## src/rtl/cp0_cfg.svh

```systemverilog
`ifndef CP0_CFG_SVH
`define CP0_CFG_SVH

// CP0 register numbers, one per Wishbone word address
`define CP0_INDEX     5'd0
`define CP0_ENTRYLO0  5'd2
`define CP0_ENTRYLO1  5'd3
`define CP0_BADVADDR  5'd8
`define CP0_COUNT     5'd9
`define CP0_ENTRYHI   5'd10
`define CP0_COMPARE   5'd11
`define CP0_STATUS    5'd12
`define CP0_CAUSE     5'd13
`define CP0_EPC       5'd14
`define CP0_EBASE     5'd15

`define TLB_ENTRIES   16
`define TLB_IDX_W     4

// status comes out of reset in user mode with EXL and IE clear
`define STATUS_RESET  32'h00000010
`define EBASE_RESET   32'h80000000

`define ST_UM         4
`define ST_EXL        1
`define ST_IE         0
`define CAUSE_SW_MSB  9
`define CAUSE_SW_LSB  8
`define EBASE_MSB     29
`define EBASE_LSB     12
`define VPN2_MSB      31
`define VPN2_LSB      13
`define PFN_MSB       29
`define PFN_LSB       6
`define PTE_D         2
`define PTE_V         1
`define FLAG_D        1
`define FLAG_V        0
`define PAGE_SEL      12
`define EXC_VEC_OFF   12'h180

`endif

```

## src/rtl/cp0_pkg.sv

```systemverilog
`include "cp0_cfg.svh"

package cp0_pkg;

    // register data and virtual addresses
    typedef logic [31:0] word_t;

    typedef logic [4:0] reg_addr_t;

    // virtual page-pair number, vaddr[31:13]
    typedef logic [18:0] vpn2_t;

    typedef logic [23:0] pfn_t;

    // dirty in bit 1, valid in bit 0
    typedef logic [1:0] pte_flags_t;

    typedef logic [`TLB_IDX_W-1:0] tlb_idx_t;

    // pfn followed by the 12-bit page offset
    typedef logic [35:0] paddr_t;

    typedef logic [4:0] exc_code_t;

    // two-state classic slave, ack is high only in WB_ACK
    typedef enum logic {
        WB_IDLE,
        WB_ACK
    } wb_state_t;

endpackage

```

## src/rtl/tlb_wr_if.sv

```systemverilog
`timescale 1ns/1ns

interface tlb_wr_if
    import cp0_pkg::*;
();
    logic       wr_en;
    tlb_idx_t   wr_idx;
    vpn2_t      vpn2;
    pfn_t       pfn0;
    pte_flags_t flags0;
    pfn_t       pfn1;
    pte_flags_t flags1;

    // the register file drives, every entry listens
    modport src (output wr_en, wr_idx, vpn2, pfn0, flags0, pfn1, flags1);
    modport snk (input wr_en, wr_idx, vpn2, pfn0, flags0, pfn1, flags1);

endinterface

```

## src/rtl/cp0_regfile.sv

```systemverilog
`timescale 1ns/1ns
`include "cp0_cfg.svh"

module cp0_regfile
    import cp0_pkg::*;
(
    input  logic       clk,
    input  logic       rst_n,
    input  logic       wb_cyc_i,
    input  logic       wb_stb_i,
    input  logic       wb_we_i,
    input  reg_addr_t  wb_adr_i,
    input  word_t      wb_dat_i,
    output word_t      wb_dat_o,
    output logic       wb_ack_o,
    input  logic [5:0] hw_int_i,
    input  logic       exc_i,
    input  word_t      exc_epc_i,
    input  logic       exc_bd_i,
    input  exc_code_t  exc_code_i,
    input  word_t      exc_badvaddr_i,
    input  logic       eret_i,
    input  logic       tlbwi_i,
    output logic       irq_o,
    output logic       user_mode_o,
    output word_t      exc_vector_o,
    tlb_wr_if.src      wr
);
    localparam word_t STATUS_INIT = `STATUS_RESET;
    localparam word_t EBASE_INIT  = `EBASE_RESET;

    wb_state_t                   state_q;
    logic                        wr_fire;
    logic                        wr_en_q;
    word_t                       count_q;
    word_t                       compare_q;
    logic                        timer_int_q;
    logic                        um_q;
    logic                        exl_q;
    logic                        ie_q;
    logic [`EBASE_MSB:`EBASE_LSB] ebase_q;
    logic [1:0]                  soft_q;
    logic                        bd_q;
    exc_code_t                   code_q;
    word_t                       epc_q;
    word_t                       badvaddr_q;
    tlb_idx_t                    index_q;
    vpn2_t                       vpn2_q;
    pfn_t                        pfn0_q;
    pfn_t                        pfn1_q;
    pte_flags_t                  flags0_q;
    pte_flags_t                  flags1_q;

    // writes land on the same edge that moves the slave into WB_ACK
    assign wr_fire  = (state_q == WB_IDLE) && wb_cyc_i && wb_stb_i && wb_we_i;
    assign wb_ack_o = (state_q == WB_ACK);

    always_ff @(posedge clk or negedge rst_n) begin
        if (!rst_n) begin
            state_q <= WB_IDLE;
            wr_en_q <= 1'b0;
        end else begin
            wr_en_q <= tlbwi_i;
            if (state_q == WB_IDLE && wb_cyc_i && wb_stb_i) begin
                state_q <= WB_ACK;
            end else begin
                state_q <= WB_IDLE;
            end
        end
    end

    always_ff @(posedge clk or negedge rst_n) begin
        if (!rst_n) begin
            count_q     <= '0;
            compare_q   <= '0;
            timer_int_q <= 1'b0;
            um_q        <= STATUS_INIT[`ST_UM];
            exl_q       <= STATUS_INIT[`ST_EXL];
            ie_q        <= STATUS_INIT[`ST_IE];
            ebase_q     <= EBASE_INIT[`EBASE_MSB:`EBASE_LSB];
            soft_q      <= '0;
            bd_q        <= 1'b0;
            code_q      <= '0;
        end else begin
            count_q <= count_q + 32'd1;
            if (compare_q != '0 && compare_q == count_q) begin
                timer_int_q <= 1'b1;
            end
            if (wr_fire) begin
                case (wb_adr_i)
                    `CP0_COUNT: count_q <= wb_dat_i;
                    `CP0_COMPARE: begin
                        compare_q   <= wb_dat_i;
                        timer_int_q <= 1'b0;
                    end
                    `CP0_STATUS: begin
                        um_q  <= wb_dat_i[`ST_UM];
                        exl_q <= wb_dat_i[`ST_EXL];
                        ie_q  <= wb_dat_i[`ST_IE];
                    end
                    `CP0_CAUSE: soft_q <= wb_dat_i[`CAUSE_SW_MSB:`CAUSE_SW_LSB];
                    `CP0_EBASE: ebase_q <= wb_dat_i[`EBASE_MSB:`EBASE_LSB];
                    default: ;
                endcase
            end
            if (eret_i) begin
                exl_q <= 1'b0;
            end
            // exception entry comes last so it overrides a host write
            if (exc_i) begin
                exl_q  <= 1'b1;
                bd_q   <= exc_bd_i;
                code_q <= exc_code_i;
            end
        end
    end

    always_ff @(posedge clk) begin
        if (wr_fire) begin
            case (wb_adr_i)
                `CP0_INDEX: index_q <= wb_dat_i[`TLB_IDX_W-1:0];
                `CP0_ENTRYHI: vpn2_q <= wb_dat_i[`VPN2_MSB:`VPN2_LSB];
                `CP0_ENTRYLO0: begin
                    pfn0_q   <= wb_dat_i[`PFN_MSB:`PFN_LSB];
                    flags0_q <= wb_dat_i[`PTE_D:`PTE_V];
                end
                `CP0_ENTRYLO1: begin
                    pfn1_q   <= wb_dat_i[`PFN_MSB:`PFN_LSB];
                    flags1_q <= wb_dat_i[`PTE_D:`PTE_V];
                end
                `CP0_EPC: epc_q <= wb_dat_i;
                default: ;
            endcase
        end
        if (exc_i) begin
            epc_q      <= exc_epc_i;
            badvaddr_q <= exc_badvaddr_i;
        end
    end

    always_comb begin
        case (wb_adr_i)
            `CP0_INDEX:    wb_dat_o = {{(32 - `TLB_IDX_W){1'b0}}, index_q};
            `CP0_ENTRYLO0: wb_dat_o = {2'b0, pfn0_q, 3'b0, flags0_q, 1'b0};
            `CP0_ENTRYLO1: wb_dat_o = {2'b0, pfn1_q, 3'b0, flags1_q, 1'b0};
            `CP0_BADVADDR: wb_dat_o = badvaddr_q;
            `CP0_COUNT:    wb_dat_o = count_q;
            `CP0_ENTRYHI:  wb_dat_o = {vpn2_q, 13'b0};
            `CP0_COMPARE:  wb_dat_o = compare_q;
            `CP0_STATUS:   wb_dat_o = {27'b0, um_q, 2'b0, exl_q, ie_q};
            // the timer shares IP7 with the top hardware line
            `CP0_CAUSE: begin
                wb_dat_o = {bd_q, 15'b0, hw_int_i | {timer_int_q, 5'b0},
                            soft_q, 1'b0, code_q, 2'b0};
            end
            `CP0_EPC:      wb_dat_o = epc_q;
            `CP0_EBASE:    wb_dat_o = {2'b10, ebase_q, 12'b0};
            default:       wb_dat_o = '0;
        endcase
    end

    assign irq_o        = ie_q && !exl_q && (|hw_int_i || |soft_q || timer_int_q);
    assign user_mode_o  = um_q;
    assign exc_vector_o = {2'b10, ebase_q, `EXC_VEC_OFF};

    assign wr.wr_en  = wr_en_q;
    assign wr.wr_idx = index_q;
    assign wr.vpn2   = vpn2_q;
    assign wr.pfn0   = pfn0_q;
    assign wr.flags0 = flags0_q;
    assign wr.pfn1   = pfn1_q;
    assign wr.flags1 = flags1_q;

endmodule

```

## src/rtl/tlb_entry.sv

```systemverilog
`timescale 1ns/1ns

module tlb_entry
    import cp0_pkg::*;
#(
    parameter int ENTRY_ID = 0
) (
    input  logic       clk,
    input  logic       rst_n,
    tlb_wr_if.snk      wr,
    input  vpn2_t      lookup_vpn2_i,
    output logic       match_o,
    output pfn_t       pfn0_o,
    output pfn_t       pfn1_o,
    output pte_flags_t flags0_o,
    output pte_flags_t flags1_o
);
    logic  sel;
    logic  written_q;
    vpn2_t vpn2_q;

    assign sel = wr.wr_en && (wr.wr_idx == tlb_idx_t'(ENTRY_ID));

    // an entry only takes part in lookups once software has written it
    always_ff @(posedge clk or negedge rst_n) begin
        if (!rst_n) begin
            written_q <= 1'b0;
        end else if (sel) begin
            written_q <= 1'b1;
        end
    end

    always_ff @(posedge clk) begin
        if (sel) begin
            vpn2_q   <= wr.vpn2;
            pfn0_o   <= wr.pfn0;
            flags0_o <= wr.flags0;
            pfn1_o   <= wr.pfn1;
            flags1_o <= wr.flags1;
        end
    end

    assign match_o = written_q && (vpn2_q == lookup_vpn2_i);

endmodule

```

## src/rtl/tlb_translate.sv

```systemverilog
`timescale 1ns/1ns
`include "cp0_cfg.svh"

module tlb_translate
    import cp0_pkg::*;
(
    input  logic                    clk,
    input  logic                    rst_n,
    input  logic                    req_i,
    input  word_t                   vaddr_i,
    input  logic [`TLB_ENTRIES-1:0] match_i,
    input  pfn_t                    pfn0_i [`TLB_ENTRIES],
    input  pfn_t                    pfn1_i [`TLB_ENTRIES],
    input  pte_flags_t              flags0_i [`TLB_ENTRIES],
    input  pte_flags_t              flags1_i [`TLB_ENTRIES],
    output logic                    valid_o,
    output paddr_t                  paddr_o,
    output logic                    hit_o,
    output logic                    page_valid_o,
    output logic                    dirty_o
);
    tlb_idx_t   sel;
    logic       any_hit;
    logic       odd_page;
    pfn_t       sel_pfn;
    pte_flags_t sel_flags;

    // scanning downwards leaves the lowest matching index in sel
    always_comb begin
        sel = '0;
        for (int i = `TLB_ENTRIES - 1; i >= 0; i--) begin
            if (match_i[i]) begin
                sel = tlb_idx_t'(i);
            end
        end
    end

    assign any_hit   = |match_i;
    assign odd_page  = vaddr_i[`PAGE_SEL];
    assign sel_pfn   = odd_page ? pfn1_i[sel] : pfn0_i[sel];
    assign sel_flags = odd_page ? flags1_i[sel] : flags0_i[sel];

    always_ff @(posedge clk or negedge rst_n) begin
        if (!rst_n) begin
            valid_o      <= 1'b0;
            hit_o        <= 1'b0;
            page_valid_o <= 1'b0;
            dirty_o      <= 1'b0;
        end else begin
            valid_o <= req_i;
            if (req_i) begin
                hit_o        <= any_hit;
                page_valid_o <= any_hit && sel_flags[`FLAG_V];
                dirty_o      <= any_hit && sel_flags[`FLAG_D];
            end
        end
    end

    always_ff @(posedge clk) begin
        if (req_i) begin
            paddr_o <= any_hit ? {sel_pfn, vaddr_i[`PAGE_SEL-1:0]} : '0;
        end
    end

endmodule

```

## src/rtl/mmu_cp0_top.sv

```systemverilog
`timescale 1ns/1ns
`include "cp0_cfg.svh"

module mmu_cp0_top
    import cp0_pkg::*;
(
    input  logic       clk,
    input  logic       rst_n,
    input  logic       wb_cyc_i,
    input  logic       wb_stb_i,
    input  logic       wb_we_i,
    input  reg_addr_t  wb_adr_i,
    input  word_t      wb_dat_i,
    output word_t      wb_dat_o,
    output logic       wb_ack_o,
    input  logic [5:0] hw_int_i,
    input  logic       exc_i,
    input  word_t      exc_epc_i,
    input  logic       exc_bd_i,
    input  exc_code_t  exc_code_i,
    input  word_t      exc_badvaddr_i,
    input  logic       eret_i,
    input  logic       tlbwi_i,
    output logic       irq_o,
    output logic       user_mode_o,
    output word_t      exc_vector_o,
    input  logic       xlat_req_i,
    input  word_t      xlat_vaddr_i,
    output logic       xlat_valid_o,
    output paddr_t     xlat_paddr_o,
    output logic       xlat_hit_o,
    output logic       xlat_page_valid_o,
    output logic       xlat_dirty_o
);
    logic [`TLB_ENTRIES-1:0] match;
    pfn_t                    pfn0 [`TLB_ENTRIES];
    pfn_t                    pfn1 [`TLB_ENTRIES];
    pte_flags_t              flags0 [`TLB_ENTRIES];
    pte_flags_t              flags1 [`TLB_ENTRIES];

    tlb_wr_if wr_bus ();

    cp0_regfile u_regfile (
        .clk            (clk),
        .rst_n          (rst_n),
        .wb_cyc_i       (wb_cyc_i),
        .wb_stb_i       (wb_stb_i),
        .wb_we_i        (wb_we_i),
        .wb_adr_i       (wb_adr_i),
        .wb_dat_i       (wb_dat_i),
        .wb_dat_o       (wb_dat_o),
        .wb_ack_o       (wb_ack_o),
        .hw_int_i       (hw_int_i),
        .exc_i          (exc_i),
        .exc_epc_i      (exc_epc_i),
        .exc_bd_i       (exc_bd_i),
        .exc_code_i     (exc_code_i),
        .exc_badvaddr_i (exc_badvaddr_i),
        .eret_i         (eret_i),
        .tlbwi_i        (tlbwi_i),
        .irq_o          (irq_o),
        .user_mode_o    (user_mode_o),
        .exc_vector_o   (exc_vector_o),
        .wr             (wr_bus.src)
    );

    // every entry compares against the page pair of the current request
    for (genvar g = 0; g < `TLB_ENTRIES; g++) begin : g_entry
        tlb_entry #(
            .ENTRY_ID (g)
        ) u_entry (
            .clk           (clk),
            .rst_n         (rst_n),
            .wr            (wr_bus.snk),
            .lookup_vpn2_i (xlat_vaddr_i[`VPN2_MSB:`VPN2_LSB]),
            .match_o       (match[g]),
            .pfn0_o        (pfn0[g]),
            .pfn1_o        (pfn1[g]),
            .flags0_o      (flags0[g]),
            .flags1_o      (flags1[g])
        );
    end

    tlb_translate u_translate (
        .clk          (clk),
        .rst_n        (rst_n),
        .req_i        (xlat_req_i),
        .vaddr_i      (xlat_vaddr_i),
        .match_i      (match),
        .pfn0_i       (pfn0),
        .pfn1_i       (pfn1),
        .flags0_i     (flags0),
        .flags1_i     (flags1),
        .valid_o      (xlat_valid_o),
        .paddr_o      (xlat_paddr_o),
        .hit_o        (xlat_hit_o),
        .page_valid_o (xlat_page_valid_o),
        .dirty_o      (xlat_dirty_o)
    );

endmodule

```

## config.mk

```make
export PLATFORM = sky130hd
export DESIGN_NAME = mmu_cp0_top
export DESIGN_NICKNAME = d
export VERILOG_FILES = /design/src/rtl/cp0_pkg.sv /design/src/rtl/tlb_wr_if.sv /design/src/rtl/cp0_regfile.sv /design/src/rtl/tlb_entry.sv /design/src/rtl/tlb_translate.sv /design/src/rtl/mmu_cp0_top.sv
export VERILOG_INCLUDE_DIRS = /design/src /design/src/rtl
export SDC_FILE = /design/constraint.sdc
export NUM_CORES = 2
export LEC_CHECK = 0
export ABC_AREA = 1
export BUFFER_PORTS_ARGS = -buffer_cell sky130_fd_sc_hd__buf_4
export CAP_MARGIN = 10
export CORE_ASPECT_RATIO = 0.9
export CORE_MARGIN = 1
export CORE_UTILIZATION = 45
export DETAILED_ROUTE_END_ITERATION = 7
export PLACE_DENSITY_LB_ADDON = 0.1
export SLEW_MARGIN = 20
export SYNTH_ARGS = -nofsm -noshare
export SYNTH_HDL_FRONTEND = slang
export SYNTH_HIERARCHICAL = 1
export SYNTH_SLANG_ARGS = --single-unit
```

## constraint.sdc

```tcl
create_clock -name clk -period 7.3 [get_ports clk]
set_clock_uncertainty 0.15 [all_clocks]
set_input_delay 0.365 -clock clk [delete_from_list [all_inputs] [get_ports clk]]
set_output_delay 0.365 -clock clk [all_outputs]
set_load 0.03 [all_outputs]
```

Word-level counts from Yosys, hierarchy flattened
Cells that the tools add are included.

cells by class
  add/sub/neg operators = 1
  order comparisons = 1
  equality and inequality tests = 42
  multiplexer cells = 44
  bitwise logic cells = 3
  reduce and logical (&&, ||, !) cells = 63

operators by type and width
  cell                                                             number
  32-bit case mux with 11 select lines                             1
  19-bit == test                                                   16
  24-bit binary-select mux with 4-bit select                       2
  32-bit two-way mux                                               5
  24-bit two-way mux                                               5
  4-bit two-way mux                                                16
  5-bit by 4-bit == test with 1-bit output, second input constant  8
  1-bit logical AND                                                40
  32-bit by 1-bit adder with 32-bit output, second input constant  1
  32-bit == test                                                   1
  4-bit == test, second input constant                             8
  32-bit nonzero test                                              1
  2-bit AND reduction                                              10
  2-bit binary-select mux with 4-bit select                        2
  4-bit by 3-bit == test with 1-bit output, second input constant  4
  16-bit OR reduction                                              1
  5-bit by 2-bit == test with 1-bit output, second input constant  2
  2-bit two-way mux                                                5
  4-bit by 2-bit == test with 1-bit output, second input constant  2
  1-bit two-way mux                                                8
  6-bit bitwise OR                                                 1
  3-bit nonzero test                                               2
  6-bit OR reduction                                               1
  5-bit greater-or-equal comparator, second input constant         1
  9 further kinds                                                  11

storage, ports and cells
  flip-flop bits (word level) = 1427
  output and inout bits = 107
  logic and storage cells = 275

Longest topological paths before layout
  depth in word-level cells = 24
  depth in mapped cells = 35

Modules after synthesis
Netlist, hierarchy kept.

by module, submodules not included
  module                                instances  cells an instance  area each (um^2)  seq. area each (um^2)
  tlb_entry at g_entry[10].u_entry ...  6          177                2586.2            2157.1
  cp0_regfile                           1          1273               11441.0           6577.6
  tlb_translate                         1          2145               11040.6           1181.1
  tlb_entry at g_entry[11].u_entry ...  3          178                2580.0            2157.1
  tlb_entry at g_entry[1].u_entry ...   2          178                2590.0            2157.1
  tlb_entry at g_entry[13].u_entry ...  2          178                2581.2            2157.1
  tlb_entry at g_entry[0].u_entry ...   2          177                2580.0            2157.1
  tlb_entry at g_entry[15].u_entry      1          177                2578.7            2157.1

Worst setup path after synthesis
OpenSTA, ideal clock, no wires.

  path kind = reg2reg
  start = register u_regfile.index_q[1] (netlist: u_regfile/wr.wr_idx[1])
  end = register g_entry[1].u_entry.flags0_o[0] (enable)
  data arrival time = 4.623 ns
  slack = 1.987 ns
  stages on the path, launching flop included = 2
  buffers on the path = 0
  cell sequence = edfxtp_1 -> nor4_2

between the ends
  word-level cells in the longest chain between the ends = 2

RTL lines
  element                                   RTL line            text
  start, declared                           cp0_regfile.sv:47   tlb_idx_t index_q;
  start signal, assigned                    cp0_regfile.sv:121  `CP0_INDEX: index_q <= wb_dat_i[`TLB_IDX_W-1:0];
  4-bit by 1-bit == test with 1-bit output  tlb_entry.sv:22     assign sel = wr.wr_en && (wr.wr_idx == tlb_idx_t'(ENTRY_ID));
  1-bit logical AND                         tlb_entry.sv:22
  via g_entry[1].u_entry.sel                tlb_entry.sv:18     logic sel;
  end signal, assigned                      tlb_entry.sv:37     flags0_o <= wr.flags0;
  end, declared                             tlb_entry.sv:15     output pte_flags_t flags0_o,

The timed path passes the listed nets, and every way through them passes these cells.
A chain may end at the register's enable or synchronous reset.

Final worst setup path
  start = register g_entry[15].u_entry.vpn2_q[13]
  end = register u_translate.paddr_o[13] (data pin)

between the ends
  word-level cells in the longest chain between the ends = 23
  elaborated cells on any way between the ends = 27

RTL lines
  element                                                RTL line             text
  start, declared                                        tlb_entry.sv:20      vpn2_t vpn2_q;
  start signal, assigned                                 tlb_entry.sv:35      vpn2_q <= wr.vpn2;
  19-bit == test *                                       tlb_entry.sv:43      assign match_o = written_q && (vpn2_q == lookup_vpn2_i);
  1-bit logical AND *                                    tlb_entry.sv:43
  via match[15]                                          mmu_cp0_top.sv:35    logic [`TLB_ENTRIES-1:0] match;
  4-bit two-way mux (16 in a row)                        tlb_translate.sv:32  if (match_i[i]) begin
  4-bit NOT with 5-bit output (not written as such)      tlb_translate.sv:40  assign sel_pfn = odd_page ? pfn1_i[sel] : pfn0_i[sel];
  24-bit binary-select mux with 4-bit select             tlb_translate.sv:40
  24-bit two-way mux (not written as such) (2 in a row)  tlb_translate.sv:40
  24-bit two-way mux                                     tlb_translate.sv:40
  end signal, assigned                                   tlb_translate.sv:61  paddr_o <= any_hit ? {sel_pfn, vaddr_i[`PAGE_SEL-1:0]} : '0;
  end, declared                                          tlb_translate.sv:17  output paddr_t paddr_o,

The timed path passes the listed nets; every way through them passes the cells marked *. The select of a mux whose other input is x is not followed.

==> impl_summary.log <==
[metrics] result of the run: complete, no violations
[metrics] WP buf/inv: 4
[metrics] leakage power summed over all cells: 31.6 nW
[metrics] final design instance area without fill: 73,700 um^2
[metrics] grt ovf: 0
[metrics] crit-path leading delay family: simple AND/OR/NAND/NOR gates
[metrics] met2 wire length: 92.1 mm
[metrics] die width: 399 um
[metrics] Initial DRC Count: 4,295
[metrics] origin of the worst min-delay path: xlat_vaddr_i[12]
[metrics] Syn. warnings: 6
[metrics] number of nets still failing antenna checks after routing: 0
[metrics] f_max: 0.217 GHz
[metrics] CTS tree: yes
[metrics] mean area per synthesized cell: 10.2 um^2
[metrics] first-pass GRT wire length: 292 mm
[metrics] root buffer cell: sky130_fd_sc_hd__clkbuf_16
[metrics] top routing layer in use: met4
[metrics] pin count of the biggest net entering global routing: 140
[metrics] routed wire length: 202 mm
[metrics] cell seen most often among critical-path stages: sky130_fd_sc_hd__nand2_1
[metrics] reg-to-reg slack, setup: 2700 ps
[metrics] # rows: 130
[metrics] number of port buffers: 246
[metrics] WL per Instance: 23.4 um
[metrics] initial antenna violation count: 6
[metrics] most frequent cell after synthesis: sky130_fd_sc_hd__nand2_1
[metrics] number of maximum-capacitance violations: 0
[metrics] number of vias per cell after detailed routing: 5.27
[metrics] critical path class: flop to flop
[metrics] placed inst area: 67,400 um^2
[metrics] Final Hold Violating Endpoints: 0
[metrics] power per cell area: 238 nW/um^2
[metrics] Total Negative Setup Slacks: 0 ps
[metrics] Post-Layout Cell Count: 8,620
[metrics] placed wire-length estimate: 120 mm
[metrics] most numerous cell types in the synthesized netlist: sky130_fd_sc_hd__nand2_1, sky130_fd_sc_hd__edfxtp_1, sky130_fd_sc_hd__inv_1
[metrics] cts bufs inserted: 154
[metrics] most used flip-flop cell after synthesis: sky130_fd_sc_hd__edfxtp_1
[metrics] Die Y-Extent: 359 um
[metrics] total track usage: 28.0%
[metrics] setup repair after global routing missed its margin: false
[metrics] final setup violation count: 0
[metrics] async set-or-reset flop fraction in the synthesized netlist: 8.13%
[metrics] Max Fanout on Critical Path: 52
[metrics] source of the critical timing path: g_entry[15].u_entry/vpn2_q[13]
[metrics] CP Launch Type: flop
[metrics] I/O pin count: 261
[metrics] metal1 wirelength: 90.1 mm
[metrics] clock-pin slew reported for the worst setup and hold paths after clock tree synthesis: 60 ps
[metrics] CP Data Arrival Time: 4980 ps
[metrics] Required @ worst endpoint: 7670 ps
[metrics] CTS sink count: 1,427
[metrics] area share of the largest cell type after synthesis: 61.7%
[metrics] metal3 WL: 13.3 mm
[metrics] maximum buffer depth of the clock tree: 3
[metrics] clock insertion delay at the later pin of the skew report: 780 ps
[metrics] largest incremental delay on the critical path: 490 ps
[metrics] area of the die: 143,000 um^2
[metrics] instance count of the mapped netlist: 6,257
[metrics] fraction of final layout cells with drive strength greater than 1: 9.26%
[metrics] share of synthesized area occupied by flip-flops and latches: 66.2%
[metrics] final core utilization: 52.5%
[metrics] minimum period implied by the final worst setup slack: 4600 ps
[metrics] # DRC: 0
[metrics] cell with the largest stage delay on the worst path: sky130_fd_sc_hd__buf_4
[metrics] Final period util: 63.0%
[metrics] Power Total: 17.6 mW
[metrics] via count of the first global-routing pass: 42,700
[metrics] flip-flop and latch count after synthesis: 1,427
[metrics] Syn Std Cell Area: 63,800 um^2
[metrics] final-stage net count: 6,796
[metrics] max-slew violation count: 0
[metrics] relative max-transition margin: 25.1%
[metrics] worst voltage drop across the vdd grid: 201 uV
[metrics] count of vias placed by the detailed router: 45,400
[metrics] critical path endpoint category: flop
[metrics] Area contributors post-synth: sky130_fd_sc_hd__edfxtp_1, sky130_fd_sc_hd__nand2_1, sky130_fd_sc_hd__inv_1, sky130_fd_sc_hd__dfrtp_1, sky130_fd_sc_hd__nand3_1
[metrics] core region area: 140,000 um^2
[metrics] Worst Hold Class: input port to flop
[metrics] cell count after placement: 8,187
[metrics] number of iterations in the first detailed-routing pass: 6
[metrics] initial cell density of the core: 45.5%
[metrics] Yosys top cell by area: sky130_fd_sc_hd__edfxtp_1
[metrics] worst-margin pin slew: 1120 ps
[metrics] number of H-tree levels: 4
[metrics] Final GP Congestion: 0.951
[metrics] Netlist cell types: 54
[metrics] area growth from synthesis to layout: 15.4%
[metrics] source of the worst register-to-register timing path: g_entry[15].u_entry/vpn2_q[13]
[metrics] Post-synth EDFFs: 1,311
==> worst register-to-register path: cells and delay by family, from the launching register on <==
kind                   cells  cell delay (ps)
buffers and inverters      4             1450
flip-flops                 1              350
AND/OR/NAND/NOR           27             2410
==> through the flow <==
step | hold WS [ps] | setup WS [ps]
2_1_floorplan | -80.6 | 1990
3_5_place_dp | 288 | 2400
3_3_place_gp | 290 | 2340
4_1_cts | 33.5 | 2750
6_report | 89.3 | 2700
5_1_grt | 75.9 | 2190
==> area by class of cell <==
cell class                 instances  area (um^2)
antenna                            3         7.51
multi-input combinational       3543        16300
clock buffer                     204         4120
sequential                      1427        42300
timing repair buffer             461         3980
fill                           12400        66500
inverter                        1054         3990
clock inverter                    80          678
tap                             1848         2310
==> state kept, by name, indices dropped and copies added (netlist names), 4 cells and up <==
name	flops
g_entry.u_entry/written_q	16
g_entry.u_entry/pfn1_o	384
u_translate/paddr_o	36
u_regfile/badvaddr_q	32
u_regfile/epc_q	32
u_regfile/wr.pfn0	24
u_regfile/wr.wr_idx	4
u_regfile/ebase_q	18
u_regfile/wr.vpn2	19
u_regfile/wr.pfn1	24
g_entry.u_entry/flags1_o	32
g_entry.u_entry/flags0_o	32
u_regfile/count_q	32
u_regfile/compare_q	32
g_entry.u_entry/pfn0_o	384
g_entry.u_entry/vpn2_q	304
u_regfile/code_q	5
==> report_power, final <==
part | internal (mW) | leakage (nW) | switching (mW)
clock network | 4.24 | 2.36 | 3.29
logic | 0.339 | 16.0 | 0.594
registers | 8.95 | 13.2 | 0.151
total | 13.5 | 31.6 | 4.03
==> cell usage in the layout, fill, tap and decap left out, types with 25 or more instances in the layout <==
cell type / n
sky130_fd_sc_hd__nand2_1: 1989
sky130_fd_sc_hd__edfxtp_1: 1311
sky130_fd_sc_hd__inv_1: 1022
sky130_fd_sc_hd__nand3_1: 508
sky130_fd_sc_hd__buf_4: 303
sky130_fd_sc_hd__nor2_1: 283
sky130_fd_sc_hd__o211ai_1: 216
sky130_fd_sc_hd__clkbuf_16: 155
sky130_fd_sc_hd__o21ai_0: 148
sky130_fd_sc_hd__dlygate4sd3_1: 146
sky130_fd_sc_hd__dfrtp_1: 115
sky130_fd_sc_hd__a21oi_1: 61
sky130_fd_sc_hd__xnor2_1: 57
sky130_fd_sc_hd__nand4_1: 55
sky130_fd_sc_hd__clkbuf_1: 43
sky130_fd_sc_hd__o21ai_1: 40
sky130_fd_sc_hd__clkinv_2: 31
sky130_fd_sc_hd__clkinv_1: 28
sky130_fd_sc_hd__or2_1: 25
==> path summary, 6_finish.rpt <==
path                                                endpoint  cells after the start
worst max-delay path                 u_translate/paddr_o[13]                     31
worst min-delay path                     u_translate/dirty_o                      4
worst max register to register       u_translate/paddr_o[13]                     31
worst min register to register  g_entry[7].u_entry/written_q                      2
max in group asynchronous              u_regfile/count_q[12]                      3
min in group asynchronous                     u_regfile/bd_q                      2
==> kinds of logic after synthesis <==
group           synth area share (%)
xor+xnor                       0.919
buf+inv                         8.49
other cells                   0.0118
simple gates                    19.0
fa+ha+maj                     0.0196
flops                           66.2
compound gates                  5.28
==> routing by layer <==
layer	vias to the layer above	global-route usage, %
met4	0	8.75
met2	1697	44.0
li1	21300	-
met1	22100	40.4
met3	311	3.62
met5	-	0
==> what timing repair did <==
action	in CTS	in global routing
gates resized for setup	0	0
buffers inserted	0	0
endpoints found under the hold margin	348	0
hold buffers	146	0
(Power assumes the default switching activity.)
